$ cat src/verilog/cfu_pkg.sv
`default_nettype none

package cfu_pkg;

  // Width of byte counts, transfer sizes and buffer sizes
  parameter int BYTE_COUNT_W = 16;

  // Answer for any function ID outside the command set
  parameter logic [31:0] ERR_RESPONSE = 32'hFFFF_FFFF;

  // CFU function IDs
  // Codes 6 and 9 are not decoded and get ERR_RESPONSE
  typedef enum logic [9:0] {
    LOAD_WEIGHTS      = 10'd0,
    LOAD_INPUT        = 10'd1,
    SET_NEURON_CONFIG = 10'd2,
    START_COMPUTE     = 10'd3,
    GET_STATUS        = 10'd4,
    READ_RESULT       = 10'd5,
    GET_ERROR         = 10'd7,
    CLEAR             = 10'd8
  } cmd_opcode_e;

  // Value returned by GET_STATUS in the low byte
  typedef enum logic [7:0] {
    STATUS_IDLE           = 8'd0,
    STATUS_BUSY_LOADING   = 8'd1,
    STATUS_BUSY_COMPUTING = 8'd2,
    STATUS_DONE           = 8'd3
  } status_e;

  // Where a fetched word ends up
  typedef enum logic {
    TARGET_WEIGHTS = 1'b0,
    TARGET_INPUT   = 1'b1
  } dma_target_e;

  // One DMA job, 65 bits
  typedef struct packed {
    logic [31:0]             src_addr;
    logic [BYTE_COUNT_W-1:0] byte_count;
    // Byte address inside the destination memory
    logic [15:0]             dst_addr;
    dma_target_e             target;
  } fetch_req_t;

  // One word from the DMA into a local memory, 50 bits
  typedef struct packed {
    logic        valid;
    dma_target_e target;
    // Word address, already divided by 4
    logic [15:0] addr;
    logic [31:0] data;
  } word_write_t;

endpackage

`default_nettype wire
$ cat src/verilog/neuron_mac.sv
`timescale 1ns/1ps
`default_nettype none

module neuron_mac #(
  parameter int INPUT_BYTES = 256
) (
  input  wire logic                         clk,
  input  wire logic                         reset,
  input  cfu_pkg::word_write_t              word_write,
  input  wire logic                         start,
  input  wire logic                         clear,
  input  wire logic [15:0]                  neuron_idx,
  input  wire logic [cfu_pkg::BYTE_COUNT_W-1:0] input_size,
  input  wire logic signed [31:0]           bias,
  output logic [15:0]                       weight_rd_addr,
  input  wire logic [31:0]                  weight_rd_data,
  output logic                              busy,
  output logic signed [31:0]                result
);

  localparam int ACT_WORDS = INPUT_BYTES / 4;
  localparam int ACT_AW    = $clog2(ACT_WORDS);

  // Activation buffer, four INT8 values per word
  logic [31:0]        act_mem [ACT_WORDS];
  logic [31:0]        weight_base;
  logic [31:0]        weight_byte_addr;
  // Read side of the pipeline
  logic [15:0]        rd_idx;
  logic               issue;
  // Multiply side, one cycle behind the read
  logic               p_valid;
  logic [15:0]        p_idx;
  logic [1:0]         p_sel;
  logic signed [7:0]  w_byte;
  logic signed [7:0]  a_byte;
  logic signed [15:0] product;
  logic signed [31:0] acc;

  assign issue = busy && (rd_idx < input_size);
  assign weight_byte_addr = weight_base + {16'd0, rd_idx};
  assign weight_rd_addr = weight_byte_addr[17:2];

  // Little-endian byte pick from the returned words
  assign w_byte  = weight_rd_data[{p_sel, 3'b000} +: 8];
  assign a_byte  = act_mem[p_idx[ACT_AW+1:2]][{p_idx[1:0], 3'b000} +: 8];
  assign product = w_byte * a_byte;
  assign result  = acc;

  // DMA fill and clear of the activation buffer
  always_ff @(posedge clk) begin
    if (clear) begin
      for (int i = 0; i < ACT_WORDS; i++) begin
        act_mem[i] <= '0;
      end
    end else if (word_write.valid && word_write.target == cfu_pkg::TARGET_INPUT) begin
      act_mem[word_write.addr[ACT_AW-1:0]] <= word_write.data;
    end
  end

  always_ff @(posedge clk) begin
    if (reset || clear) begin
      busy    <= 1'b0;
      p_valid <= 1'b0;
      acc     <= '0;
    end else if (start && !busy) begin
      // Accumulator starts from the bias
      busy    <= 1'b1;
      p_valid <= 1'b0;
      acc     <= bias;
    end else begin
      p_valid <= issue;
      if (p_valid) begin
        acc <= acc + 32'(product);
      end
      // Last product is added on the edge that drops busy
      if (busy && !issue) begin
        busy <= 1'b0;
      end
    end
  end

  // Index and base address need no reset, start loads them
  always_ff @(posedge clk) begin
    if (start && !busy) begin
      rd_idx      <= '0;
      weight_base <= neuron_idx * input_size;
    end else if (issue) begin
      rd_idx <= rd_idx + 16'd1;
      p_idx  <= rd_idx;
      p_sel  <= weight_byte_addr[1:0];
    end
  end

  // Configured size must fit the activation buffer during a run
  size_fits_a: assert property (@(posedge clk) disable iff (reset)
    busy |-> input_size <= INPUT_BYTES);

endmodule

`default_nettype wire

$ cat config.mk
export PLATFORM = sky130hd
export DESIGN_NAME = neuron_mac
export DESIGN_NICKNAME = d
export VERILOG_FILES = /design/src/verilog/cfu_pkg.sv /design/src/verilog/neuron_mac.sv
export SDC_FILE = /design/constraint.sdc
export NUM_CORES = 2
export LEC_CHECK = 0
export BUFFER_PORTS_ARGS = -buffer_cell sky130_fd_sc_hd__buf_2
export CAP_MARGIN = 10
export CORE_AREA = 2 2 522 524
export CTS_CLUSTER_DIAMETER = 50
export DETAILED_ROUTE_END_ITERATION = 12
export DIE_AREA = 0 0 524 526
export RECOVER_POWER = 25
export SYNTH_ARGS = -nofsm -noshare
export SYNTH_HDL_FRONTEND = slang
export SYNTH_SLANG_ARGS = --single-unit
$ cat constraint.sdc
create_clock -name clk -period 11.85 [get_ports clk]
set_input_delay 1.185 -clock clk [delete_from_list [all_inputs] [get_ports clk]]
set_output_delay 1.185 -clock clk [all_outputs]
set_load 0.03 [all_outputs]
Yosys cells after proc, flatten, opt, wreduce, memory -nomap -nowiden:

Memories as Yosys holds them, arrays and structs flattened. A register that Yosys moved wholly into a read port is not among the register bits.
Cells that the tools add are included.

* $add $sub $neg: 3
* $mul: 2
* $lt $le $gt $ge: 1
* shifts and indexed selects: 2
* multiplexer cells: 13
* bitwise operators: 1
* reduce and logical (&&, ||, !) cells: 12

Operators by type and width (number)
* $mux 32: 3
* $shiftx 32x6->8: 2
* $add 32x16->32: 1
* $reduce_or 32->1: 1
* $add 18x16->18: 1
* $mul 16x16->18: 1
* $add 16x1->16 const B: 1
* $lt 16x16->1: 1
* $mul 8x8->16: 1
* $mux 6: 2
* $mux 1: 8
* $logic_and 1x1->1: 4
* $reduce_bool 2->1: 2
* $logic_not 1->1: 2
* $reduce_and 2->1: 1
* $reduce_or 2->1: 1
* $logic_or 1x1->1: 1
* $not 1->1: 1

* bits in registers: 78
* memory bits (writable): 2048
* bits of input ports: 150
* logic and storage cells: 42
* memories: 1

Memories
* act_mem: depth 64, bits a word 32, rd ports 1, clocked after Yosys merged registers in 1, wr ports 64, RTL line neuron_mac.sv:25 `logic [31:0] act_mem [ACT_WORDS];`

Depth between registers and ports, before layout:

* depth in word-level cells: 6
* depth in mapped cells: 30
* mapped depth without buffers: 26

Worst setup path before layout:

Ideal clock, no wire load.

* path type: reg-to-reg
* start point: reg (tool-made name)
* end point: reg acc[30], in the netlist result[30]
* arrival time: 8505 ps
* required time: 11713 ps
* slack: 3208 ps
* cell stages (with the launch flop): 22
* buffers on the path: 4
* clock period less this slack: 8642 ps
* cell sequence: dfxtp_1 > buf_1 > clkbuf_1 > clkbuf_1 > mux4_2 > a221oi_1 > o221ai_2 > nor2b_1 > fa_1 > fa_1 > fa_1 > fa_1 > ha_1 > ha_1 > and4_1 > clkbuf_1 > and3_1 > a211o_1 > or2_2 > a311oi_1 > mux2i_1 > a31oi_1

RTL lines
* end signal, assigned: RTL line neuron_mac.sv:70 `acc <= bias;`
* end signal, assigned: RTL line neuron_mac.sv:74 `acc <= acc + 32'(product);`
* end, declared: RTL line neuron_mac.sv:38 `logic signed [31:0] acc;`

==> impl_metrics.toml <==
[route]
vias = 60400
post_drt_via_cell_ratio = 5.51
drc = 0
drtPass1Iterations = 6
drtAntennaViolNets = 0
wire_per_inst_um = 27.4
detail_route.iter0.violations = 6107
wl_mm = 300

[floorplanning]
io-pin-count = 199
die_area_um2 = 276000
row_count = 191
initial_utilization_pct = 39.8
die_x_um = 524
core_um2 = 270000
die_height_um = 526

[logic_synthesis]
asyncSetResetFlopFracSynth_pct = 0
ys_seq_elements = 2132
synth_flop_cell = "edfxtp_1"
synth_cells = 7244
synthTopCellsByCount = "and2_1 (2117), edfxtp_1 (2076), mux4_2 (614)"
synth_edf_count = 2076
yosysTopAreaCell = "edfxtp_1"
synth_area_um2 = 107000
syn_avg_cell_area_um2 = 14.8
yosysWarningCount = 0
synth_top_area_share_pct = 58.0
synth_nets = 7792
yosysMostFrequentCell = "and2_1"
seq_area_frac_synth_pct = 59.0
yosys-top-cells-area = "edfxtp_1 (58%), mux4_2 (13%), and2_1 (12%)"
ys_types = 68

[worst_setup_path]
endpoint_kind = "flip-flop"
critPathArrivalTime_ps = 10460
cp.required_ps = 12430
crit_fanout = 42
worst-setup-path-type = "reg -> reg"
cp-start-kind = "flip-flop"

[clocking]
cts.clk_slew.worst_paths_ps = 60
numClockSinks = 2132
htree_num_levels = 4
cts_hold_buf = 0
cts_buffers = 226
cts_root_buf = "clkbuf_16"
cts.path.max_buffers = 4
cts_tree = "built"
postCtsSetupRepairBufs = 0
cts_resized = 0
clk_latency_ps = 910

[place]
portBuffers = 188
dp_hpwl_mm = 176
place_ws_ps = 2100
dpl_cell_area_um2 = 112000
dpl.cell_count = 10500
gp_congestion = 1.01

[global_routing]
grt_usage_pct = 21.8
grt_pass1_vias = 62700
grt_first_pass_wirelength_mm = 435
grt_max_degree = 69
antenna_found_initial = 32
gr-total-overflow = 0

[pwr]
irDropWorstVdd_mv = 0.166
total_power_mw = 20.8
clkPwrFrac_pct = 32.7
leakage_nw = 41.6
powerDensity_nw_per_um2 = 175
intPower_mw = 14.7
swShare_pct = 29.4
p_sw_mw = 6.11
power_frac_comb_pct = 24.7
seq_power_share_pct = 42.6

[timing]
slew_headroom_pct = -181
finalCritPeriodShare_pct = 83.3
max_freq_ghz = 0.101
finalMaxSlewViolations = 1443
rsz0062_at_grt = "false"
worst_pin_slew_ps = 4220
setup_viol = 0
setup-tns-final_ps = 0
fin_crit_ps = 9880
skew_ps = 105
hold_violations = 0
worst_slack_ps = 1970
fin_hold_ws_ps = 444

[final_layout]
syn_to_final_growth_pct = 10.3
layout.nets = 7736
drive_gt1_share_pct = 18.7
final_cells = 11000
final_area_um2 = 119000
final_util_pct = 44.0
fill_cells = 23700

[worst_hold_path]
hp-class = "reg -> reg"

[flow_run]
maxCapViolCount = 42

[status]
status = "finished with violations"
violations = "max-capacitance violations, max-slew violations"
==> worst max-delay path, stage by stage, from the launching register on <==
cell,delay (ps)
dfxtp_4,560
buf_12,400
buf_4,540
mux4_2,570
a22o_1,210
a221oi_1,810
o221ai_1,270
a22o_1,320
a221oi_4,630
mux2i_1,170
ha_1,360
fa_1,490
buf_4,260
inv_1,180
fa_1,510
inv_1,50
fa_1,440
ha_1,290
ha_1,350
a211oi_1,240
nor2_1,120
nor3_1,410
a21oi_1,150
or2_2,290
a311oi_1,480
mux2i_1,240
a31oi_1,90
==> cells by family after synthesis <==
family / after synthesis / synth area share [%]
simple gates: 2696 / 14.7
flops: 2132 / 59.0
buf+inv: 939 / 3.69
mux: 635 / 13.1
fa+ha+maj: 398 / 6.34
compound gates: 366 / 2.50
xor+xnor: 78 / 0.636
==> worst paths after layout <==
check | startpoint | end | slack, ps | cells after the start
max | flip-flop | result[30] | 1970 | 26
min | p_idx[4] | flip-flop | 440 | 2
max reg2reg | flip-flop | result[30] | 1970 | 26
min reg2reg | p_idx[4] | flip-flop | 440 | 2
==> state kept, by name (all words and copies together) (netlist names), named ones only <==
register	cells
weight_base	18
p_valid	1
rd_idx	16
result	32
busy	1
p_sel	2
act_mem	2048
p_idx	8
==> layout by cell type (no fill, tap or decap), types with 22 or more instances in the layout <==
cell	Yosys	layout
a211oi_1	22	22
a21oi_1	66	66
a221oi_1	28	28
a22o_1	31	31
a22oi_1	65	65
and2_0	0	512
and2_1	2117	1605
buf_2	22	153
buf_4	29	122
clkbuf_1	502	136
clkbuf_16	0	227
clkinv_1	0	51
clkinv_2	0	29
dfxtp_1	56	52
edfxtp_1	2076	2076
fa_1	244	244
ha_1	154	154
inv_1	283	283
mux4_2	614	614
nand2_1	237	237
nor2_1	162	97
nor2_2	0	65
o21ai_0	45	45
or2_2	69	69
xnor2_1	64	64
==> layout make-up <==
type                            count  area [um^2]  share of cell area [%]
Multi-Input combinational cell   4173        40300                    33.9
Tap cell                         3570         4470                    3.77
Clock inverter                    124         1030                   0.865
Clock buffer                      288         5910                    4.98
Timing Repair Buffer              370         2360                    1.99
Sequential cell                  2132        63500                    53.5
Antenna cell                       12         30.0                  0.0253
Inverter                          285         1070                   0.902
==> power by group through the flow <==
stage	Combinational (mW)	Sequential (mW)	Clock (mW)
after floorplan	3.81	8.96	0
after global placement	5.05	8.98	0
after detailed placement	5.10	9.01	0
after CTS	5.14	8.85	6.88
after global routing	5.73	8.89	7.17
final	5.12	8.85	6.80
==> routing by layer <==
metal / wire, um / part of all wire, % / vias to the layer above / track usage, %
li1: - / - / 25900 / -
met1: 122000 / 41 / 31900 / 29.2
met2: 146000 / 49 / 2126 / 35.9
met3: 22600 / 7.5 / 439 / 3.76
met4: 9510 / 3.2 / 22 / 6.89
met5: 155 / 0.052 / - / 0
Power figures use the tool's default switching activity.
