`config.mk`:
```
export PLATFORM = sky130hd
export DESIGN_NAME = axi_read_dma
export DESIGN_NICKNAME = d
export VERILOG_FILES = /design/src/verilog/cfu_pkg.sv /design/src/verilog/axi_read_dma.sv
export SDC_FILE = /design/constraint.sdc
export NUM_CORES = 1
export LEC_CHECK = 0
export BUFFER_PORTS_ARGS = -buffer_cell sky130_fd_sc_hd__buf_2
export CORE_ASPECT_RATIO = 0.5
export CORE_MARGIN = 2
export CORE_UTILIZATION = 38
export DETAILED_ROUTE_END_ITERATION = 8
export GPL_TIMING_DRIVEN = 0
export PLACE_DENSITY = 0.89
export SLEW_MARGIN = 20
export SYNTH_ARGS = -nofsm -noshare
export SYNTH_HDL_FRONTEND = slang
export SYNTH_SLANG_ARGS = --single-unit
```
`constraint.sdc`:
```
create_clock -name clk -period 1.8 [get_ports clk]
set_clock_uncertainty 0.05 [all_clocks]
set_input_delay 0.27 -clock clk [delete_from_list [all_inputs] [get_ports clk]]
set_output_delay 0.27 -clock clk [all_outputs]
set_load 0.02 [all_outputs]
```
`src/verilog/cfu_pkg.sv`:
```
`default_nettype none

package cfu_pkg;

  // Width of byte counts, transfer sizes and buffer sizes
  parameter int BYTE_COUNT_W = 16;

  // Answer for any function ID outside the command set
  parameter logic [31:0] ERR_RESPONSE = 32'hFFFF_FFFF;

  // CFU function IDs
  // Codes 6 and 9 are not decoded and get ERR_RESPONSE
  typedef enum logic [9:0] {
    LOAD_WEIGHTS      = 10'd0,
    LOAD_INPUT        = 10'd1,
    SET_NEURON_CONFIG = 10'd2,
    START_COMPUTE     = 10'd3,
    GET_STATUS        = 10'd4,
    READ_RESULT       = 10'd5,
    GET_ERROR         = 10'd7,
    CLEAR             = 10'd8
  } cmd_opcode_e;

  // Value returned by GET_STATUS in the low byte
  typedef enum logic [7:0] {
    STATUS_IDLE           = 8'd0,
    STATUS_BUSY_LOADING   = 8'd1,
    STATUS_BUSY_COMPUTING = 8'd2,
    STATUS_DONE           = 8'd3
  } status_e;

  // Where a fetched word ends up
  typedef enum logic {
    TARGET_WEIGHTS = 1'b0,
    TARGET_INPUT   = 1'b1
  } dma_target_e;

  // One DMA job, 65 bits
  typedef struct packed {
    logic [31:0]             src_addr;
    logic [BYTE_COUNT_W-1:0] byte_count;
    // Byte address inside the destination memory
    logic [15:0]             dst_addr;
    dma_target_e             target;
  } fetch_req_t;

  // One word from the DMA into a local memory, 50 bits
  typedef struct packed {
    logic        valid;
    dma_target_e target;
    // Word address, already divided by 4
    logic [15:0] addr;
    logic [31:0] data;
  } word_write_t;

endpackage

`default_nettype wire
```
`src/verilog/axi_read_dma.sv`:
```
`timescale 1ns/1ps
`default_nettype none

module axi_read_dma (
  input  wire logic           clk,
  input  wire logic           reset,
  input  cfu_pkg::fetch_req_t fetch_req,
  input  wire logic           fetch_start,
  output logic                busy,
  output logic                error,
  output logic [31:0]         araddr,
  output logic [7:0]          arlen,
  output logic [2:0]          arsize,
  output logic [1:0]          arburst,
  output logic                arvalid,
  input  wire logic           arready,
  input  wire logic [31:0]    rdata,
  input  wire logic [1:0]     rresp,
  input  wire logic           rlast,
  input  wire logic           rvalid,
  output logic                rready,
  output cfu_pkg::word_write_t word_write
);

  // 4-byte beats, incrementing burst
  localparam logic [2:0] SIZE_4B    = 3'b010;
  localparam logic [1:0] BURST_INCR = 2'b01;

  typedef enum logic [1:0] {
    DMA_IDLE,
    DMA_ADDR,
    DMA_DATA
  } dma_state_e;

  dma_state_e          state;
  cfu_pkg::fetch_req_t job;
  // Destination word address of the next beat
  logic [15:0]         word_addr;
  logic [13:0]         beats_minus_one;
  logic                beat;

  // Byte count is a whole number of words, at most 256 of them
  assign beats_minus_one = job.byte_count[15:2] - 14'd1;

  assign araddr  = job.src_addr;
  assign arlen   = beats_minus_one[7:0];
  assign arsize  = SIZE_4B;
  assign arburst = BURST_INCR;
  assign arvalid = (state == DMA_ADDR);
  assign rready  = (state == DMA_DATA);
  assign busy    = (state != DMA_IDLE);

  assign beat = rvalid && rready;
  // Error beats are still written, the flag keeps track of them
  assign error = beat && (rresp != 2'b00);

  assign word_write.valid  = beat;
  assign word_write.target = job.target;
  assign word_write.addr   = word_addr;
  assign word_write.data   = rdata;

  always_ff @(posedge clk) begin
    if (reset) begin
      state <= DMA_IDLE;
    end else begin
      case (state)
        DMA_IDLE: begin
          if (fetch_start) begin
            state <= DMA_ADDR;
          end
        end
        DMA_ADDR: begin
          if (arready) begin
            state <= DMA_DATA;
          end
        end
        DMA_DATA: begin
          if (beat && rlast) begin
            state <= DMA_IDLE;
          end
        end
        default: state <= DMA_IDLE;
      endcase
    end
  end

  // Job and address counter carry no reset
  always_ff @(posedge clk) begin
    if (state == DMA_IDLE && fetch_start) begin
      job       <= fetch_req;
      word_addr <= {2'b00, fetch_req.dst_addr[15:2]};
    end else if (beat) begin
      word_addr <= word_addr + 16'd1;
    end
  end

  // Address phase must hold still until the slave takes it
  ar_stable_a: assert property (@(posedge clk) disable iff (reset)
    arvalid && !arready |=> arvalid && $stable(araddr) && $stable(arlen));

endmodule

`default_nettype wire

```
; ---- After elaboration in Yosys (flattened, before gate mapping)
; Index checks and enable logic that the tools add are counted.
[op_classes]
addsub = 2
eq_ne = 5
muxes = 6
n_reduce_logical = 9
[ops]
columns = op, count
row1 = two-way mux 14 bit, 2
row2 = "adder 16 x 1 -> 16 bit, second input constant", 1
row3 = "subtractor 8 x 1 -> 8 bit, second input constant", 1
row4 = two-way mux 2 bit, 3
row5 = one-hot mux 2 bit (3 select lines), 1
row6 = nonzero test 2 bit, 3
row7 = logical AND 1 bit, 4
row8 = "!= test 2 x 1 -> 1 bit, second input constant", 2
row9 = AND reduction 3 bit, 1
row10 = "== test 2 x 1 -> 1 bit, second input constant", 1
row11 = "== test 2 bit, second input constant", 1
row12 = logical NOT 2 bit, 1
row13 = "!= test 2 bit, second input constant", 1
[totals]
ff_bits = 61
in_bits = 105
out_inout_bits = 99
word_cells = 28

; ---- Logic depth before layout (Yosys ltp)
; Gate-level depths: netlist of run 1.
[logic_depth]
depth_word = 5
ltp_mapped = 7
ltp_nobuf = 5

; ---- Worst setup path before layout of run 1
; OpenSTA, ideal clock, no wires.
[synth_timing]
path_type = register to register
start = register state[1]
end = register word_addr[0] (enable)
setup_ns = 0.361
arrival_ns = 1.359
required_time_ns = 1.389
path_slack_ns = 0.030
path_stages_with_launch = 5
path_buffers = 1
synth_period_minus_slack_ns = 1.770
path_cell_list = dfxtp_1 -> or2_1 -> or2_1 -> buf_6 -> nand2_1
[synth_via]
elab_chain_cells = 3
elab_cells_between_ends = 5
cone_classes = eq/ne: 1 / reduce/logical: 4
[synth_lines]
columns = element, line
row1 = "start, declared", axi_read_dma.sv:35  ; dma_state_e state;
row2 = "start signal, assigned", axi_read_dma.sv:64  ; state <= DMA_IDLE;
row3 = "start signal, assigned", axi_read_dma.sv:69  ; state <= DMA_ADDR;
row4 = "start signal, assigned", axi_read_dma.sv:74  ; state <= DMA_DATA;
row5 = == test 2 bit / logical NOT 2 bit (equally long branches), "axi_read_dma.sv:50, axi_read_dma.sv:89"
row6 = "logical AND 1 bit, on equally long branches", "axi_read_dma.sv:53, axi_read_dma.sv:89"
row7 = nonzero test 2 bit (no line) *, n/a
row8 = "end signal, assigned", axi_read_dma.sv:91  ; word_addr <= {2'b00, fetch_req.dst_addr[15:2]};
row9 = "end signal, assigned", axi_read_dma.sv:93  ; word_addr <= word_addr + 16'd1;
row10 = "end, declared", axi_read_dma.sv:38  ; logic [15:0] word_addr;
; Every way passes the cells marked *; elsewhere a longest branch is shown, timed or not.
; A chain may end at the register's enable or synchronous reset.

; ---- Final worst setup path of run 1
[layout_timing]
start = register job[22] in the netlist's numbering
end = output port arlen[5]
[layout_via]
elab_chain_cells = 1
[layout_lines]
columns = element, line
row1 = "start, declared", axi_read_dma.sv:36  ; cfu_pkg::fetch_req_t job;
row2 = "start signal, assigned", axi_read_dma.sv:90  ; job <= fetch_req;
row3 = subtractor 8 x 1 -> 8 bit, axi_read_dma.sv:43  ; assign beats_minus_one = job.byte_count[15:2] - 14'd1;
row4 = "end, declared", axi_read_dma.sv:12  ; output logic [7:0] arlen,
; No other way between the ends.

==> results.md, run 1 <==
- Final worst path period share: 104%
- Post-route non-filler standard cell count: 532
- Number of global-route vias before repair: 2005
- Total power per unit cell area: 959 nW/um2
- PortBufs: 156
- Count of vias placed by the detailed router: 2250
- Maximum resistive drop on vdd: 0.590 mV
- Largest fanout of any net on the critical path: 2
- Number of DRC violations after detailed-routing iteration 0: 58
- Clock latency at the later pin of the worst-skew pair: 0.32 ns
- Antenna cell count: 0
- Half-perimeter wire length of the detailed placement result: 5.47 mm
- Pin count of the biggest net entering global routing: 51
- TritonCTS Buffers: 9
- Post-route design area: 4400 um2
- Effective utilization at floorplan: 40.3%
- Floorplan core area: 7540 um2
- Total routing usage reported by global routing: 14.7%
- CP cell instances: nor2_2 > nand3_2 > buf_6 > nor2_4 > xor2_1 > buf_4
- Cell at the root of the clock tree: clkbuf_16
- Number of buffer and inverter stages on the critical path: 2
- Required time of the worst setup path: 1.48 ns
- Relative area change from synthesis to final layout: 44.6%
- Most common library cell in the layout ignoring fill and taps: buf_2
- Sequential cell area fraction in the yosys report: 56.9%
- Buffer depth of the longest clock path: 2
- Hold buffer count at cts: 0
- Count of different cell masters after synthesis: 33
- Critical path startpoint category: flip-flop
- Share of cells above drive strength 1: 66.5%
- Synthesized area divided by synthesized cell count: 12.5 um2
- Share of the synthesized area in the top cell type: 54.3%
- Cell count after synthesis: 244
- Wire length after detailed routing: 7.00 mm
- Register bit total from synthesis: 59
- First-pass GRT wire length: 9.65 mm
- Final weighted congestion in routability-driven placement: 0.754
- H-tree level count: 3
- Detailed-route vias per instance: 4.23
- Most used cells in the layout excluding fill and tap cells: 152 x buf_2, 79 x buf_4, 55 x edfxtp_1
- FF/Latch Area: 1730 um2
- Floorplan row count: 22
- Filler instances: 642
- Total leakage power: 2.05 nW
- Yosys warnings: 0
- Layout net count: 526
- TritonCTS clock tree: built
- Start point of the worst min-delay path: fetch_req[44]
- Setup-violating endpoint count in the final report: 3
- Kind of end point of the critical path: output port
- Multi-input logic area: 761 um2
- Initial antenna violation count: 0
- Arrival time at the worst endpoint: 1.55 ns
- Crit path largest cell delay: 0.41 ns
- Die area: 8780 um2
- Class of the most critical hold timing path: primary input to flip-flop
- Family with the most delay on the worst path: flip-flops
- Horizontal extent of the die: 131 um
- Setup repair after global routing missed its margin: yes
- Final Hold Vio Count: 0
- Area leader, netlist: edfxtp_1
- Violations in the final reports: setup timing
- Count of nets left with antenna violations after detail routing: 0
- Reg clk slew, reported paths: 0.05 ns
- CTS sink count: 59
- Final min period: 1.87 ns
- Crit Path Class: flip-flop to output port
- Worst Reg-to-Reg Cells: 5
- Number of pins exceeding their max-slew limit in the final report: 0
- Run status: complete, but fails checks
- R2R Setup Slk: 0.02 ns
- Crit-path slowest cell: edfxtp_1
- Avg WL per Cell: 13.2 um
- Length of the first detailed-routing pass in iterations: 4
- Post-synthesis instance area: 3040 um2
- Synth top area cells: edfxtp_1 54%, buf_4 18%, xnor2_1 3.2%
- Capturing point of the worst reg2reg path: word_addr[12]
- Min-Delay Endpoint: araddr[11]
- Area of placed instances: 3970 um2
- Remaining global-route overflow: 0
- Number of instances in the placed design: 511
- Final core occ: 58.3%
- Max Clock Freq: 535 MHz
- Worst reg2reg startpoint: word_addr[0]
- Maxcap violations: 0
- Worst Hold Depth: 1
- Number of remaining DRC errors: 0
- Die H: 67.3 um
- Worst-case setup margin in the final layout: -0.0703 ns
- Top-Level Pins: 204
## worst max path at each step
stage	from	end	slack (ns)	cells past startpoint
final	job[22]	arlen[5]	-0.07	6
after global routing	job[22]	arlen[5]	-0.19	6
after global placement	state[1]	word_addr[8]	-0.05	4
after CTS	job[21]	arlen[7]	-0.14	5
after floorplan	state[1]	word_addr[0]	0.03	4
after detailed placement	state[1]	word_addr[7]	-0.06	4
## through the flow
stage	worst slack (ns)	hold slack (ns)	TNS [ns]	total power [mW]
after CTS	-0.141	0.0704	-0.371	4.23
after floorplan	0.0297	0.292	0	2.31
after global placement	-0.0472	0.394	-0.654	2.56
after global routing	-0.186	0.0604	-0.591	4.40
after detailed placement	-0.0628	0.398	-0.876	2.59
final	-0.0703	0.0757	-0.170	4.22
## worst register-to-register path: cells and delay by family, from the launching register on
kind | cells | cell delay (ns)
AO/OA/AOI/OAI | 1 | 0.09
XOR/XNOR | 1 | 0.17
adder cells (fa/ha/maj) | 1 | 0.23
flip-flops | 1 | 0.42
AND/OR/NAND/NOR | 2 | 0.57
## per-layer routing
layer | up-vias | track usage (%) | part of all wire (%)
li1 | 1123 | - | -
met1 | 1051 | 17.0 | 38
met2 | 65 | 26.6 | 57
met3 | 11 | 4.04 | 3.4
met4 | 0 | 5.32 | 1.8
met5 | - | 0 | 0
## report_power, final
part / switching [mW] / internal [mW] / leakage (nW) / total [mW]
clock network: 0.563 / 1.06 / 0.143 / 1.63
registers: 0.0897 / 1.65 / 0.558 / 1.74
logic: 0.479 / 0.376 / 1.35 / 0.854
total: 1.13 / 3.09 / 2.05 / 4.22
## flip-flops by register name, summed over array words and instances, names as in the netlist
name / cells
araddr: 32
word_write: 1
job: 8
state: 2
word_addr: 16
## cells in the mapped netlist (all sizes together)
cell and number:
buf 74, and2b 2, a2111oi 1, a21o 1, nor3 4, nor4 6, o31ai 1, inv 10
nand2 20, edfxtp 55, or2 2, a21oi 7, and3 1, xor2 6, nand3b 1, a31o 1
ha 2, xnor2 11, conb 2, clkinv 1, nand4 2, nor2 12, o21ai 10, dfxtp 4
nand3 8
## cell families (layout without fill, tap and decap cells)
family / Yosys count / count (layout) / share of synthesized area [%]
DFF: 59 / 59 / 56.9
and+or+nand+nor: 58 / 58 / 11.2
other: 2 / 5 / 0.247
adders and majority gates: 2 / 2 / 0.822
AOI/OAI and AO/OA: 21 / 21 / 5.10
buffers and inverters: 85 / 262 / 20.8
xor gates and xnor gates: 17 / 17 / 4.89
## final cells by class
cell class,count,area share [%]
Buffer,74,13.5
Clock buffer,9,5.12
Clock inverter,7,1.56
Inverter,11,1.22
Multi-Input combinational cell,103,17.3
Sequential cell,59,39.4
Tap cell,108,3.07
Timing Repair Buffer,161,18.9
## repair_timing
item	4_1_cts	5_1_grt
pin swaps	4	5
setup buffers	3	2
endpoints found under the setup margin	17	52
gates resized for setup	8	14
Note: power is estimated with default switching activity, not from simulation.
==> run 2, diff against run 1 <==
--- a/config.mk
+++ b/config.mk
@@ -9,9 +9,11 @@
 export CORE_ASPECT_RATIO = 0.5
 export CORE_MARGIN = 2
 export CORE_UTILIZATION = 38
+export CTS_BUF_LIST = sky130_fd_sc_hd__clkbuf_16
 export DETAILED_ROUTE_END_ITERATION = 8
 export GPL_TIMING_DRIVEN = 0
 export PLACE_DENSITY = 0.89
+export RECOVER_POWER = 100
 export SLEW_MARGIN = 20
 export SYNTH_ARGS = -nofsm -noshare
 export SYNTH_HDL_FRONTEND = slang
==> run 2 against run 1 <==
Against the previous run:
- the flow still finishes with violations (setup timing)
- critical path depth stayed put
- worst setup slack improved by 0.00055 ns
- cell count unchanged
- wire length rose by 1.2%
- register-to-register slack got worse by 0.03 ns
- critical path type unchanged
- largest cell class unchanged
==> results.md, run 2 (synthesized netlist as in run 1, its figures left out) <==
- Violations in the final reports: setup timing
- Most used cells in the layout excluding fill and tap cells: 86 x clkbuf_1, 78 x buf_4, 64 x buf_2
- Final Hold Vio Count: 0 (unchanged)
- Total leakage power: 1.78 nW (-13%)
- Maximum resistive drop on vdd: 0.591 mV (+0.33%)
- Worst-case setup margin in the final layout: -0.0698 ns (+0.000546 ns)
- Critical path startpoint category: flip-flop
- Final worst path period share: 104% (about the same)
- Multi-input logic area: 743 um2 (-2.3%)
- Total routing usage reported by global routing: 14.7% (unchanged)
- Initial antenna violation count: 0 (unchanged)
- Filler instances: 697 (+8.6%)
- FF/Latch Area: 1730 um2 (unchanged)
- Met2 wire len: 4.03 mm (+1.2%)
- Layout net count: 526 (unchanged)
- Number of DRC violations after detailed-routing iteration 0: 55 (-5.2%)
- Number of pins exceeding their max-slew limit in the final report: 0 (unchanged)
- Length of the first detailed-routing pass in iterations: 4 (unchanged)
- Clock latency at the later pin of the worst-skew pair: 0.31 ns (about the same)
- Arrival time at the worst endpoint: 1.55 ns (about the same)
- Antenna cell count: 0 (unchanged)
- Max Clock Freq: 535 MHz (about the same)
- Number of global-route vias before repair: 2005 (unchanged)
- Half-perimeter wire length of the detailed placement result: 5.47 mm (unchanged)
- R2R Setup Slk: -0.01 ns (-0.03 ns)
- Cell at the root of the clock tree: clkbuf_16
- Top-Level Pins: 204 (unchanged)
- Horizontal extent of the die: 131 um (unchanged)
- Final weighted congestion in routability-driven placement: 0.754 (unchanged)
- Final worst hold slack: 0.0765 ns (+0.000807 ns)
- Kind of end point of the critical path: output port
- Total negative setup slack: -0.287 ns (-0.118 ns)
- Largest fanout of any net on the critical path: 2 (unchanged)
- CTS sink count: 59 (unchanged)
- Run status: complete, but fails checks
- Buffer depth of the longest clock path: 2 (unchanged)
- Number of remaining DRC errors: 0 (unchanged)
- Floorplan core area: 7540 um2 (unchanged)
- Crit Path Class: flip-flop to output port
- Met3 wire len: 247 um (+5.1%)
- Die area: 8780 um2 (unchanged)
- Relative area change from synthesis to final layout: 39.6%
- PortBufs: 156 (unchanged)
- Die H: 67.3 um (unchanged)
- Reg clk slew, reported paths: 0.05 ns (about the same)
- TritonCTS clock tree: built
- Required time of the worst setup path: 1.48 ns (about the same)
- Remaining global-route overflow: 0 (unchanged)
- Avg WL per Cell: 13.3 um (+1.2%)
- Pin count of the biggest net entering global routing: 51 (unchanged)
- Count of nets left with antenna violations after detail routing: 0 (unchanged)
- Wire length after detailed routing: 7.09 mm (+1.2%)
- Effective utilization at floorplan: 40.3% (unchanged)
- Final min period: 1.87 ns (-0.000545 ns)
- Most common library cell in the layout ignoring fill and taps: clkbuf_1
- Highest metal layer with signal wires: met4
- Share of cells above drive strength 1: 45.8% (-21 points)
- Hold buffer count at cts: 0 (unchanged)
- Setup repair after global routing missed its margin: yes
- Setup-violating endpoint count in the final report: 31 (+28)
- Floorplan row count: 22 (unchanged)
- Number of instances in the placed design: 511 (unchanged)
- Class of the most critical hold timing path: primary input to flip-flop
- TritonCTS Buffers: 9 (unchanged)
- H-tree level count: 3 (unchanged)
- Number of flip-flops under the largest register name: 32 (unchanged)
- Detailed-route vias per instance: 4.21 (-0.36%)
- First-pass GRT wire length: 9.65 mm (unchanged)
- Maxcap violations: 0 (unchanged)
- Post-Route M1 WL: 2.68 mm (+1.1%)
- Post-route non-filler standard cell count: 532 (unchanged)
- Total power per unit cell area: 981 nW/um2 (+2.3%)
- Count of vias placed by the detailed router: 2242 (-0.36%)
[run 2: cell count changes in the layout (fill, tap and decap cells not counted)]
cell and change:
buf_4 -1, nor4_4 -1, buf_16 -1, nor4_1 +1
nand2_1 +1, buf_2 -88, nand2_2 -1, clkbuf_1 +86
clkbuf_2 +4
[run 2: metal layers]
layer,GRT usage [%],vias to the layer above
met2,26.6,67
met5,0,-
met3,4.04,12
met1,17.0,1043
li1,-,1120
met4,5.32,0
[run 2: area by class of cell]
cell class,count,share of cell area (%)
Multi-Input combinational cell,103,17.5
Sequential cell,59,40.8
Clock buffer,9,5.30
Tap cell,108,3.18
Clock inverter,7,1.62
Buffer,74,13.4
Inverter,11,1.27
Timing Repair Buffer,161,17.0
[run 2: path summary, 6_finish.rpt]
check	endpoint	from	depth (start not counted)
worst max-delay path	arlen[5]	job[22]	6
worst min register to register	word_addr[15]	word_addr[14]	2
worst max register to register	word_addr[10]	state[1]	7
worst min-delay path	araddr[18]	fetch_req[51]	1
[run 2: power by group]
| part | switching [mW] | total (mW) | internal (mW) | leakage [nW] |
|---|---|---|---|---|
| Clock | 0.562 | 1.62 | 1.06 | 0.143 |
| Combinational | 0.477 | 0.803 | 0.326 | 1.08 |
| Sequential | 0.0912 | 1.74 | 1.65 | 0.558 |
| Total | 1.13 | 4.17 | 3.04 | 1.78 |
[run 2: worst max-delay path: stages (launching register included)]
cell and delay [ns]:
edfxtp_1 0.41, nor2_2 0.18, nand3_2 0.13, buf_6 0.15, nor2_4 0.07, xor2_1 0.14, buf_4 0.16
[run 2: timing repair]
item                                    4_1_cts  5_1_grt
resized for setup                             8       14
pin swaps                                     4        5
endpoints found under the setup margin       17       52
setup buffers                                 3        2
[run 2: metrics by stage]
| stage | instance area, um2 | power (mW) | worst slack [ns] | util [%] |
|---|---|---|---|---|
| after floorplan | 3050 | 2.31 | 0.0297 | - |
| after global placement | 3970 | 2.56 | -0.0472 | 52.6 |
| after detailed placement | 3970 | 2.59 | -0.0628 | 52.6 |
| after CTS | 4320 | 4.23 | -0.141 | 57.3 |
| after global routing | 4250 | 4.35 | -0.186 | 56.3 |
| final | 4250 | 4.17 | -0.0698 | 56.3 |
