==> src/verilog/cfu_pkg.sv <==
`default_nettype none

package cfu_pkg;

  // Width of byte counts, transfer sizes and buffer sizes
  parameter int BYTE_COUNT_W = 16;

  // Answer for any function ID outside the command set
  parameter logic [31:0] ERR_RESPONSE = 32'hFFFF_FFFF;

  // CFU function IDs
  // Codes 6 and 9 are not decoded and get ERR_RESPONSE
  typedef enum logic [9:0] {
    LOAD_WEIGHTS      = 10'd0,
    LOAD_INPUT        = 10'd1,
    SET_NEURON_CONFIG = 10'd2,
    START_COMPUTE     = 10'd3,
    GET_STATUS        = 10'd4,
    READ_RESULT       = 10'd5,
    GET_ERROR         = 10'd7,
    CLEAR             = 10'd8
  } cmd_opcode_e;

  // Value returned by GET_STATUS in the low byte
  typedef enum logic [7:0] {
    STATUS_IDLE           = 8'd0,
    STATUS_BUSY_LOADING   = 8'd1,
    STATUS_BUSY_COMPUTING = 8'd2,
    STATUS_DONE           = 8'd3
  } status_e;

  // Where a fetched word ends up
  typedef enum logic {
    TARGET_WEIGHTS = 1'b0,
    TARGET_INPUT   = 1'b1
  } dma_target_e;

  // One DMA job, 65 bits
  typedef struct packed {
    logic [31:0]             src_addr;
    logic [BYTE_COUNT_W-1:0] byte_count;
    // Byte address inside the destination memory
    logic [15:0]             dst_addr;
    dma_target_e             target;
  } fetch_req_t;

  // One word from the DMA into a local memory, 50 bits
  typedef struct packed {
    logic        valid;
    dma_target_e target;
    // Word address, already divided by 4
    logic [15:0] addr;
    logic [31:0] data;
  } word_write_t;

endpackage

`default_nettype wire
==> src/verilog/cfu_command_unit.sv <==
`timescale 1ns/1ps
`default_nettype none

module cfu_command_unit (
  input  wire logic                         clk,
  input  wire logic                         reset,
  input  wire logic                         cmd_valid,
  output logic                              cmd_ready,
  input  wire logic [9:0]                   cmd_function_id,
  input  wire logic [31:0]                  cmd_input_0,
  input  wire logic [31:0]                  cmd_input_1,
  input  wire logic                         rsp_ready,
  output logic                              rsp_valid,
  output logic [31:0]                       rsp_data,
  output cfu_pkg::fetch_req_t               fetch_req,
  output logic                              fetch_start,
  input  wire logic                         dma_busy,
  input  wire logic                         dma_error,
  output logic                              mac_start,
  output logic                              mac_clear,
  output logic [15:0]                       neuron_idx,
  output logic [cfu_pkg::BYTE_COUNT_W-1:0]  input_size,
  output logic signed [31:0]                bias,
  input  wire logic                         mac_busy,
  input  wire logic signed [31:0]           mac_result
);

  cfu_pkg::cmd_opcode_e opcode;
  cfu_pkg::status_e     status;
  logic                 accept;
  logic [1:0]           error_flags;
  // Latched on the end of any DMA or compute job
  logic                 op_done;
  logic                 dma_busy_q;
  logic                 mac_busy_q;
  // High in the cycle right after a busy flag drops
  logic                 finished;
  logic [31:0]          weight_dst;

  // One command in flight; a held response blocks the next one
  assign cmd_ready = !rsp_valid;
  assign accept = cmd_valid && cmd_ready;
  assign opcode = cfu_pkg::cmd_opcode_e'(cmd_function_id);

  assign finished = (dma_busy_q && !dma_busy) || (mac_busy_q && !mac_busy);

  // Weights of neuron n sit at n times the per-neuron byte count
  assign weight_dst = neuron_idx * cmd_input_1[15:0];

  // Start pulses count as busy so a poll right after a start never reads IDLE
  always_comb begin
    if (dma_busy || fetch_start) begin
      status = cfu_pkg::STATUS_BUSY_LOADING;
    end else if (mac_busy || mac_start) begin
      status = cfu_pkg::STATUS_BUSY_COMPUTING;
    end else if (op_done || finished) begin
      status = cfu_pkg::STATUS_DONE;
    end else begin
      status = cfu_pkg::STATUS_IDLE;
    end
  end

  always_ff @(posedge clk) begin
    if (reset) begin
      rsp_valid   <= 1'b0;
      fetch_start <= 1'b0;
      mac_start   <= 1'b0;
      mac_clear   <= 1'b0;
      neuron_idx  <= '0;
      input_size  <= '0;
      bias        <= '0;
      error_flags <= '0;
      op_done     <= 1'b0;
      dma_busy_q  <= 1'b0;
      mac_busy_q  <= 1'b0;
    end else begin
      // Pulses last one cycle
      fetch_start <= 1'b0;
      mac_start   <= 1'b0;
      mac_clear   <= 1'b0;
      dma_busy_q  <= dma_busy;
      mac_busy_q  <= mac_busy;

      if (rsp_valid && rsp_ready) begin
        rsp_valid <= 1'b0;
      end

      if (accept) begin
        rsp_valid <= 1'b1;
        rsp_data  <= '0;
        op_done   <= 1'b0;
        case (opcode)
          cfu_pkg::LOAD_WEIGHTS: begin
            // A load during a running transfer is acked and dropped
            if (!dma_busy && !fetch_start) begin
              fetch_req.src_addr   <= cmd_input_0;
              fetch_req.byte_count <= cmd_input_1[15:0];
              fetch_req.dst_addr   <= weight_dst[15:0];
              fetch_req.target     <= cfu_pkg::TARGET_WEIGHTS;
              fetch_start          <= 1'b1;
            end
          end
          cfu_pkg::LOAD_INPUT: begin
            if (!dma_busy && !fetch_start) begin
              fetch_req.src_addr   <= cmd_input_0;
              fetch_req.byte_count <= cmd_input_1[15:0];
              fetch_req.dst_addr   <= '0;
              fetch_req.target     <= cfu_pkg::TARGET_INPUT;
              fetch_start          <= 1'b1;
              input_size           <= cmd_input_1[15:0];
            end
          end
          cfu_pkg::SET_NEURON_CONFIG: begin
            neuron_idx <= cmd_input_0[15:0];
            bias       <= cmd_input_1;
          end
          cfu_pkg::START_COMPUTE: begin
            mac_start <= !mac_busy;
          end
          cfu_pkg::GET_STATUS: begin
            rsp_data <= {24'd0, status};
          end
          cfu_pkg::READ_RESULT: begin
            rsp_data <= mac_result;
          end
          cfu_pkg::GET_ERROR: begin
            rsp_data <= {30'd0, error_flags};
          end
          cfu_pkg::CLEAR: begin
            error_flags <= '0;
            mac_clear   <= 1'b1;
          end
          default: begin
            rsp_data <= cfu_pkg::ERR_RESPONSE;
          end
        endcase
      end

      // Completion and errors win over a command in the same cycle
      if (finished) begin
        op_done <= 1'b1;
      end
      if (dma_error) begin
        if (fetch_req.target == cfu_pkg::TARGET_WEIGHTS) begin
          error_flags[0] <= 1'b1;
        end else begin
          error_flags[1] <= 1'b1;
        end
      end
    end
  end

  // Held response stays valid and unchanged until taken
  rsp_hold_a: assert property (@(posedge clk) disable iff (reset)
    rsp_valid && !rsp_ready |=> rsp_valid && $stable(rsp_data));

endmodule

`default_nettype wire

==> config.mk <==
export PLATFORM = sky130hd
export DESIGN_NAME = cfu_command_unit
export DESIGN_NICKNAME = d
export VERILOG_FILES = /design/src/verilog/cfu_pkg.sv /design/src/verilog/cfu_command_unit.sv
export SDC_FILE = /design/constraint.sdc
export NUM_CORES = 1
export LEC_CHECK = 0
export BUFFER_PORTS_ARGS = -buffer_cell sky130_fd_sc_hd__buf_2
export CORE_MARGIN = 3
export CORE_UTILIZATION = 47
export CTS_BUF_LIST = sky130_fd_sc_hd__clkbuf_4 sky130_fd_sc_hd__clkbuf_8
export DETAILED_ROUTE_END_ITERATION = 16
export PLACE_DENSITY = 0.73
export SLEW_MARGIN = 20
export SYNTH_ARGS = -nofsm -noshare
export SYNTH_HDL_FRONTEND = slang
export SYNTH_SLANG_ARGS = --single-unit
==> constraint.sdc <==
create_clock -name clk -period 14.2 [get_ports clk]
set_input_delay 0.71 -clock clk [delete_from_list [all_inputs] [get_ports clk]]
set_output_delay 0.71 -clock clk [all_outputs]
set_load 0.05 [all_outputs]
* Word level (Yosys, flattened, before mapping)
Index checks and enable logic that the tools add are counted.
Storage, ports and cells: register bits 170, bits of input ports 113, output and inout bits 166, logic and storage cells 74
Cells by class: multiply operators 1, equality and inequality tests 9, multiplexer cells 18, bitwise gates (word level) 4, reduce and logical (&&, ||, !) cells 26
Operators with widths (number):
- $mux 65 | 2
- $pmux 65 s2 | 1
- $pmux 32 s4 | 1
- $eq 10x3->1 const B | 3
- $eq 10x2->1 const B | 2
- $mul 16x16->16 | 1
- $mux 2 | 6
- $eq 10x1->1 const B | 1
- $eq 10x4->1 const B | 1
- $logic_not 10->1 | 1
- $mux 1 | 8
- $reduce_bool 2->1 | 3
- $reduce_or 3->1 | 2
- $logic_and 1x1->1 | 5
- $reduce_and 5->1 | 1
- $reduce_or 5->1 | 1
- $logic_not 1->1 | 4
- $logic_or 1x1->1 | 4
- $ne 2x2->1 const B | 2
- $not 1->1 | 4
- $reduce_and 2->1 | 2
- $reduce_or 2->1 | 2
- $reduce_and 3->1 | 1

* Logic depth before layout (Yosys ltp)
Gate-level depths: netlist (run 1).
word-level depth 8, depth in mapped cells 21, mapped depth without buffers 20

* Worst setup path after synthesis (run 1)
Ideal clock, no wire load.
kind input -> register, start in cmd_function_id[1], end reg fetch_req[0] (netlist name), enable pin, setup time 648 ps, arrival time 7561 ps, setup slack 5991 ps, stages on the path 3, buffers on the path 1, path through buf_6 > or4b_4 > nor4_1
Between the ends: cells in the longest elaborated chain, start to end 3, elaborated cells on any way between the ends 6, classes of those cells 3 x eq/ne; 3 x reduce/logical
RTL lines:
- start: declaration | line cfu_command_unit.sv:9 | input wire logic [9:0] cmd_function_id,
- $eq 10x1->1 or $logic_not 10->1 (tied branches) | line cfu_command_unit.sv:92 | case (opcode)
- $ne 2x2->1 (no source line) or $reduce_bool 2->1 (tied branches)
- $reduce_and 5->1 (no source line) (*)
- end: declaration | line cfu_command_unit.sv:15 | output cfu_pkg::fetch_req_t fetch_req,
Every way passes the cells marked *; elsewhere a longest branch is shown, timed or not. A chain may end at the register's enable or synchronous reset.

* Worst setup path in the final report (run 1)
start reg neuron_idx[3], end reg fetch_req[16] (netlist name), data pin
Between the ends: cells in the longest elaborated chain, start to end 3
RTL lines:
- start: declaration | line cfu_command_unit.sv:21 | output logic [15:0] neuron_idx,
- start signal: assignment | line cfu_command_unit.sv:114 | neuron_idx <= cmd_input_0[15:0];
- $mul 16x16->16 | line cfu_command_unit.sv:48 | assign weight_dst = neuron_idx * cmd_input_1[15:0];
- $mux 65 | line cfu_command_unit.sv:95 | if (!dma_busy && !fetch_start) begin
- $pmux 65 s2 | line cfu_command_unit.sv:92
No other way between the ends. The select of a mux whose other input is x is not followed.

==> impl_results.md, run 1 <==
- Fin Clk Skew: 13.70 ps
- Setup crit start kind: flip-flop
- Tcrit/Tclk final: 0.3932
- Clk sinks: 170
- Status: finished, final reports clean
- Port bufs: 278
- Rel. slew slack: 0.2497
- Clk root buf: clkbuf_8
- Syn Area/Cell: 10.49 sq um
- Setup_tns: 0 ps
- Clock transition at the registers of the reported paths: 110 ps
- Hold Crit Endpoint: rsp_valid
- Cts repair resizes: 0
- Post-layout min period: 5584 ps
- R2R Path End: fetch_req[16]
- Initial antenna violation count: 0
- GRT Total Usage: 0.2192
- Fmax: 0.1791 GHz
- Largest net degree at the start of global routing: 75
- Area leader, netlist: edfxtp_1
- Critical Path End Type: flip-flop
- Most instantiated cells after synthesis: nand2_1, inv_1, edfxtp_1
- Filler cells: ~1800
- Worst hold start: rsp_ready
- Post-synthesis sequential area ratio: 0.4439
- Final setup margin: about 8600 ps
- Setup slack, reg-to-reg: 8620 ps
- RR Startpoint: neuron_idx[3]
- Pleak: about 5.1 nW
- Crit-path slowest cell: dfxtp_1
- TritonCTS clock tree: yes
- Hpwl dp: around 19000 microns
- Layout cell share with drive strength beyond 1: 0.2705
- Critical path type: flip-flop to flip-flop
- Post-DP Area: 11460 sq um
- Clock Tree Buf Depth: 2
- Maximum vdd ir drop: 93.85 uV
- First-pass GRT wire length: 38720 microns
- Post-Route WL: 25450 microns
- Starting Density: 0.4823
- CTS H-tree lvls: 4
- Hold-critical path depth: 2
- Routability cong.: 0.9188
- Top cell type's share of synthesized area: 0.2956
- Hold Worst Slack: 421.8 ps
- Critical path data required time: about 15000 ps
- Crit path DAT: 5890 ps
- Hold Vio Cnt, Final: 0
- Worst path cell trace: nand2_1, fa_1, fa_1, inv_1, fa_1, fa_1, inv_1, fa_1, fa_1, xor2_1, xnor2_1, xnor2_1, xnor2_1, xnor3_1, nand2_1, nor3b_1
- Flop and latch count out of synthesis: 170
- Final Max Tran Viols: 0
- Worst-skew pair later-pin latency: 470 ps
- # diodes: 0
- Final setup viols: 0
- Compound-Gate Fraction of Synth Area: 0.07200
- Synth Flop Type: edfxtp_1
- Crit-path max FO: 15
- CTS hold repair buffers: 0
- Vias in the first global route: 7382
- Worst stage delay on the critical path: 790 ps
- Total congestion overflow: 0
- Distinct cell type count after synthesis: 45
- Die height: 150.8 microns
- Post-synthesis async set-or-reset flop share: 0
- R2R depth: 16
- Die Wd: 150.8 microns
- Die area: 22740 sq um
- Synth Area in XOR/XNOR: 0.03429
- Cts bufs inserted: 17
- Multiplexer share of the synthesized area: 0.01829
- Post-route ant nets: 0
- Vias: 7430
- Power Density: between 70 and 80 nW/um^2
- Initial DRC Count: 410
- Synth area leaders: edfxtp_1, fa_1, dfxtp_1
- Count leader, synth: nand2_1
- Post-Syn Area: 9853 sq um
- Synthesized instance count: 939
- Max-cap viol count: 0
- Final net count: 1438
- Post-synthesis simple-gate area fraction: 0.1457
- Post-placement setup slack: a little over 8000 ps
- Num rows: 52
- Drt pass-1 iters: 6
- Core Region: 20430 sq um
- Area grow syn2layout: 20.29%
- Slew of the pin with the lowest slew margin: 1122 ps
- Largest family of logic cells by synthesized area: adder cells
- Unrepaired setup endpoints after global routing: no
- I/O Pins: 279
- WL per Instance: 17.21 microns
- Final instance area: 11850 sq um
- Post-route core utilization: 0.5802
- Worst hold path type: primary input to flip-flop
- Setup bufs post-CTS: 0
- Syn_nets: 1181
- Post-synth EDFFs: 97
- Most common cell on crit path: fa_1
- DRC viols: 0
- Synth warnings: 0
- Vias per cell: 5.024
- Adder-cell share of the synthesized area: 0.2248
==> logic make-up after synthesis <==
group,Yosys count
and+or+nand+nor,317
DFF,170
buffers and inverters,154
adders and majority gates,129
AOI/OAI and AO/OA,114
xor gates and xnor gates,37
muxes,18
==> layer usage <==
layer | share of wire | track usage | wire length [microns] | up-vias
met5 | 0 | 0 | 0 | -
met4 | 0.030 | 0.08386 | 773 | 0
met3 | 0.074 | 0.05296 | 1873 | 54
met2 | 0.49 | 0.3557 | 12350 | 304
met1 | 0.41 | 0.2858 | 10450 | 3530
li1 | - | - | - | 3542
==> final cells by class <==
| cell class | count | area, sq um | share of cell area |
|---|---|---|---|
| multi-input combinational | 615 | 4908 | 0.4141 |
| clock inverter | 15 | 152.6 | 0.01288 |
| tap | 270 | 337.8 | 0.02850 |
| sequential | 170 | 4374 | 0.3690 |
| inverter | 107 | 401.6 | 0.03389 |
| timing repair buffer | 285 | 1444 | 0.1218 |
| clock buffer | 17 | 234.0 | 0.01974 |
==> how the worst max path moves through the flow <==
stage                             from            end  slack [ps]  cells after the start
floorplan           cmd_function_id[1]   fetch_req[0]        5990                      3
global placement        cmd_input_1[1]  fetch_req[16]        8370                     20
detailed placement      cmd_input_1[1]  fetch_req[16]        8280                     20
CTS                      neuron_idx[3]  fetch_req[16]        8620                     16
global route             neuron_idx[1]  fetch_req[16]        8340                     16
finish                   neuron_idx[3]  fetch_req[16]        8620                     16
==> metrics by stage <==
stage / total power [mW] / instances
2_1_floorplan: 0.5609 / 939
3_3_place_gp: 0.5888 / 1447
3_5_place_dp: 0.5898 / 1447
4_1_cts: 0.9292 / 1479
5_1_grt: 0.9508 / 1479
6_report: 0.9222 / 1479
==> sequential cells by signal (all words and copies together), names as in the netlist, 2 cells and up <==
signal and cells:
bias 32, error_flags 2, fetch_req 65, input_size 16, neuron_idx 16, rsp_data 32
==> critical path, delay by kind of cell, from the launching register on <==
kind	cells	cell delay (ps)
adders and majority gates	6	3000
xor gates and xnor gates	5	1080
DFF	1	790
and+or+nand+nor	3	430
buffers and inverters	2	100
==> report_power, final <==
| group | switching, mW | internal [mW] | leakage, nW |
|---|---|---|---|
| clock | 0.212 | 0.131 | 0.188 |
| combinational | 0.0387 | 0.0171 | 3.54 |
| sequential | 0.00116 | 0.522 | 1.42 |
==> layout by cell type (no fill, tap or decap), types with 36 or more instances in the layout <==
cell type,synthesis,routed
a21o_1,36,36
a21oi_1,55,55
and2_1,61,61
buf_2,4,278
dfxtp_1,73,73
edfxtp_1,97,97
fa_1,80,80
ha_1,49,49
inv_1,107,107
nand2_1,180,179
nor2_1,47,45
Note: power is estimated with default switching activity, not from simulation.
==> run 2: changes to the inputs <==
Settings changed: PLACE_DENSITY 0.73 to 0.76.
Clock period 14.2 ns to 4.65 ns, I/O delays scaled along.
==> impl_results.md, run 2 (synthesis gave the netlist of run 1 again) <==
- Status: finished, violations left
- Failing checks: negative setup slack
- Clock transition at the registers of the reported paths: 110 ps (about the same)
- Register area: 4413 sq um (+0.89%)
- Core Region: 20430 sq um (unchanged)
- Critical path data required time: 4960 ps (-9540 ps)
- Layout cell share with drive strength beyond 1: 0.3583 (+0.08784)
- Cts bufs inserted: 17 (unchanged)
- Hold-critical path depth: 2 (unchanged)
- Starting Density: 0.4823 (unchanged)
- Crit-path slowest cell: fa_1
- Num rows: 52 (unchanged)
- Routability cong.: 0.9066 (-1.3%)
- Worst-skew pair later-pin latency: 460 ps (about the same)
- GRT Total Usage: 0.2363 (+0.01715)
- Clk sinks: 170 (unchanged)
- R2R depth: 21 (+5)
- First-pass GRT wire length: 42170 microns (+8.9%)
- Final net count: 1577 (+9.7%)
- Most common cell on crit path: fa_1
- Clk root buf: clkbuf_8
- Rel. slew slack: 0.2665 (+0.01672)
- Tcrit/Tclk final: 1.097 (+0.7034)
- Hold Vio Cnt, Final: 0 (unchanged)
- Fmax: 0.1961 GHz (+9.5%)
- Final setup viols: 5 (+5)
- Slew of the pin with the lowest slew margin: 1097 ps (-25.00 ps)
- Die Wd: 150.8 microns (unchanged)
- Worst hold path type: primary input to flip-flop
- WL per Instance: 17.16 microns (-0.28%)
- Max-cap viol count: 0 (unchanged)
- Vias: 8103 (+9.1%)
- RR Startpoint: neuron_idx[7]
- Non-Filler Instances: 1619 (+9.5%)
- Multi-input gate area: 5196 sq um (+5.9%)
- Die area: 22740 sq um (unchanged)
- DRC viols: 0 (unchanged)
- Post-layout min period: 5099 ps (-484.3 ps)
- Crit path DAT: 5410 ps (-480 ps)
- CTS H-tree lvls: 4 (unchanged)
- Hold Crit Endpoint: rsp_data[5]
- Pleak: 5.794 nW (+13%)
- Total congestion overflow: 0 (unchanged)
- Filler cells: 1559 (-13%)
- Vias per cell: 5.005 (-0.37%)
- TritonCTS clock tree: yes
- Placed cell count: 1527 (+5.5%)
- Worst hold start: mac_result[5]
- Hpwl dp: 20670 microns (+10%)
- Maximum vdd ir drop: 171.7 uV (+83%)
- Area grow syn2layout: 35.44%
- Initial DRC Count: 393 (-4.1%)
- Critical path type: flip-flop to flip-flop
- Port bufs: 278 (unchanged)
- Crit-path max FO: 4 (-11)
- Final Max Tran Viols: 0 (unchanged)
- Clock Tree Buf Depth: 2 (unchanged)
- Post-route core utilization: 0.6532 (+0.07306)
- Largest net degree at the start of global routing: 49 (-35%)
- I/O Pins: 279 (unchanged)
- Setup crit start kind: flip-flop
- Post-route ant nets: 0 (unchanged)
- Critical Path End Type: flip-flop
- Worst stage delay on the critical path: 540 ps (-250 ps)
- Final setup margin: -449.3 ps (-9066 ps)
- Worst path cell trace: and2_4, fa_1, inv_1, fa_1, inv_1, fa_1, inv_1, fa_1, inv_1, fa_1, inv_1, fa_1, inv_2, ha_4, a21o_1, a21oi_2, o21ai_1, a31oi_2, buf_4, nor2_2, nor3b_2
- Setup slack, reg-to-reg: -450 ps (-9070 ps)
- Commonest non-fill, non-tap cell in the layout: buf_2
- Final instance area: 13350 sq um (+13%)
- Fin Clk Skew: 18.76 ps (+5.066 ps)
- Max reg flops: 65 (unchanged)
- Power Density: 211.2 nW/um^2 (+170%)
- Top reg by flops: fetch_req
- Post-Route WL: 27780 microns (+9.2%)
- Drt pass-1 iters: 5 (-1)
- Initial antenna violation count: 1 (+1)
- Post-DP Area: 12130 sq um (+5.9%)
- Unrepaired setup endpoints after global routing: yes
- R2R Path End: fetch_req[16]
- Most frequent cells in the layout: buf_2, nand2_1, inv_1, edfxtp_1, buf_4
- Largest registers: fetch_req: 65 flops, bias: 32 flops, rsp_data: 32 flops
- Die height: 150.8 microns (unchanged)
- Vias in the first global route: 8326 (+13%)
==> run 2: final cells by class <==
class,count,area share
Multi-Input combinational cell,615,0.3894
Sequential cell,170,0.3307
Timing Repair Buffer,424,0.1964
Inverter,107,0.03010
Tap cell,270,0.02531
Clock buffer,17,0.01753
Clock inverter,15,0.01041
Antenna cell,1,0.0001875
==> run 2: worst max-delay path by stage <==
stage                         from            end  cells past startpoint
floorplan            neuron_idx[7]  fetch_req[16]                     21
global placement    cmd_input_1[3]  fetch_req[16]                     18
detailed placement  cmd_input_1[3]  fetch_req[16]                     18
CTS                  neuron_idx[7]  fetch_req[16]                     20
global route         neuron_idx[7]  fetch_req[16]                     21
finish               neuron_idx[7]  fetch_req[16]                     21
==> run 2: report_power, final <==
part           internal [mW]  switching, mW  total, mW  leakage [nW]
clock network          0.392          0.608       1.00         0.182
registers               1.59        0.00361       1.59          1.43
logic                 0.0941          0.132      0.226          4.18
==> run 2: timing repair <==
item,4_1_cts,5_1_grt
hold buffers,49,0
endpoints found under the setup margin,7,7
setup buffers,2,9
resized for setup,25,35
pin swaps,19,20
endpoints found under the hold margin,60,0
==> run 2: metrics by stage <==
step                      setup WS, ps  setup TNS (ps)  power (mW)  hold WS (ps)
after floorplan                 -462.1           -1494       1.709         331.4
after global placement          -377.1           -1390       1.813         409.2
after detailed placement        -495.6           -1993       1.816         411.4
after CTS                       -412.8           -1517       2.830         2.029
after global routing            -580.8           -2553       2.910         13.80
final                           -449.3           -1574       2.818         37.61
==> run 2: worst max-delay path, delay by kind of cell (launching register included) <==
family / cells / cell delay [ps]
buf+inv: 7 / 450
flops: 1 / 360
simple gates: 3 / 330
fa+ha+maj: 7 / 3180
compound gates: 4 / 640
==> run 2: routing by layer <==
metal / GRT usage / part of all wire
met5: 0 / 0
met4: 0.09157 / 0.026
met3: 0.05147 / 0.074
met2: 0.4110 / 0.51
met1: 0.2873 / 0.39
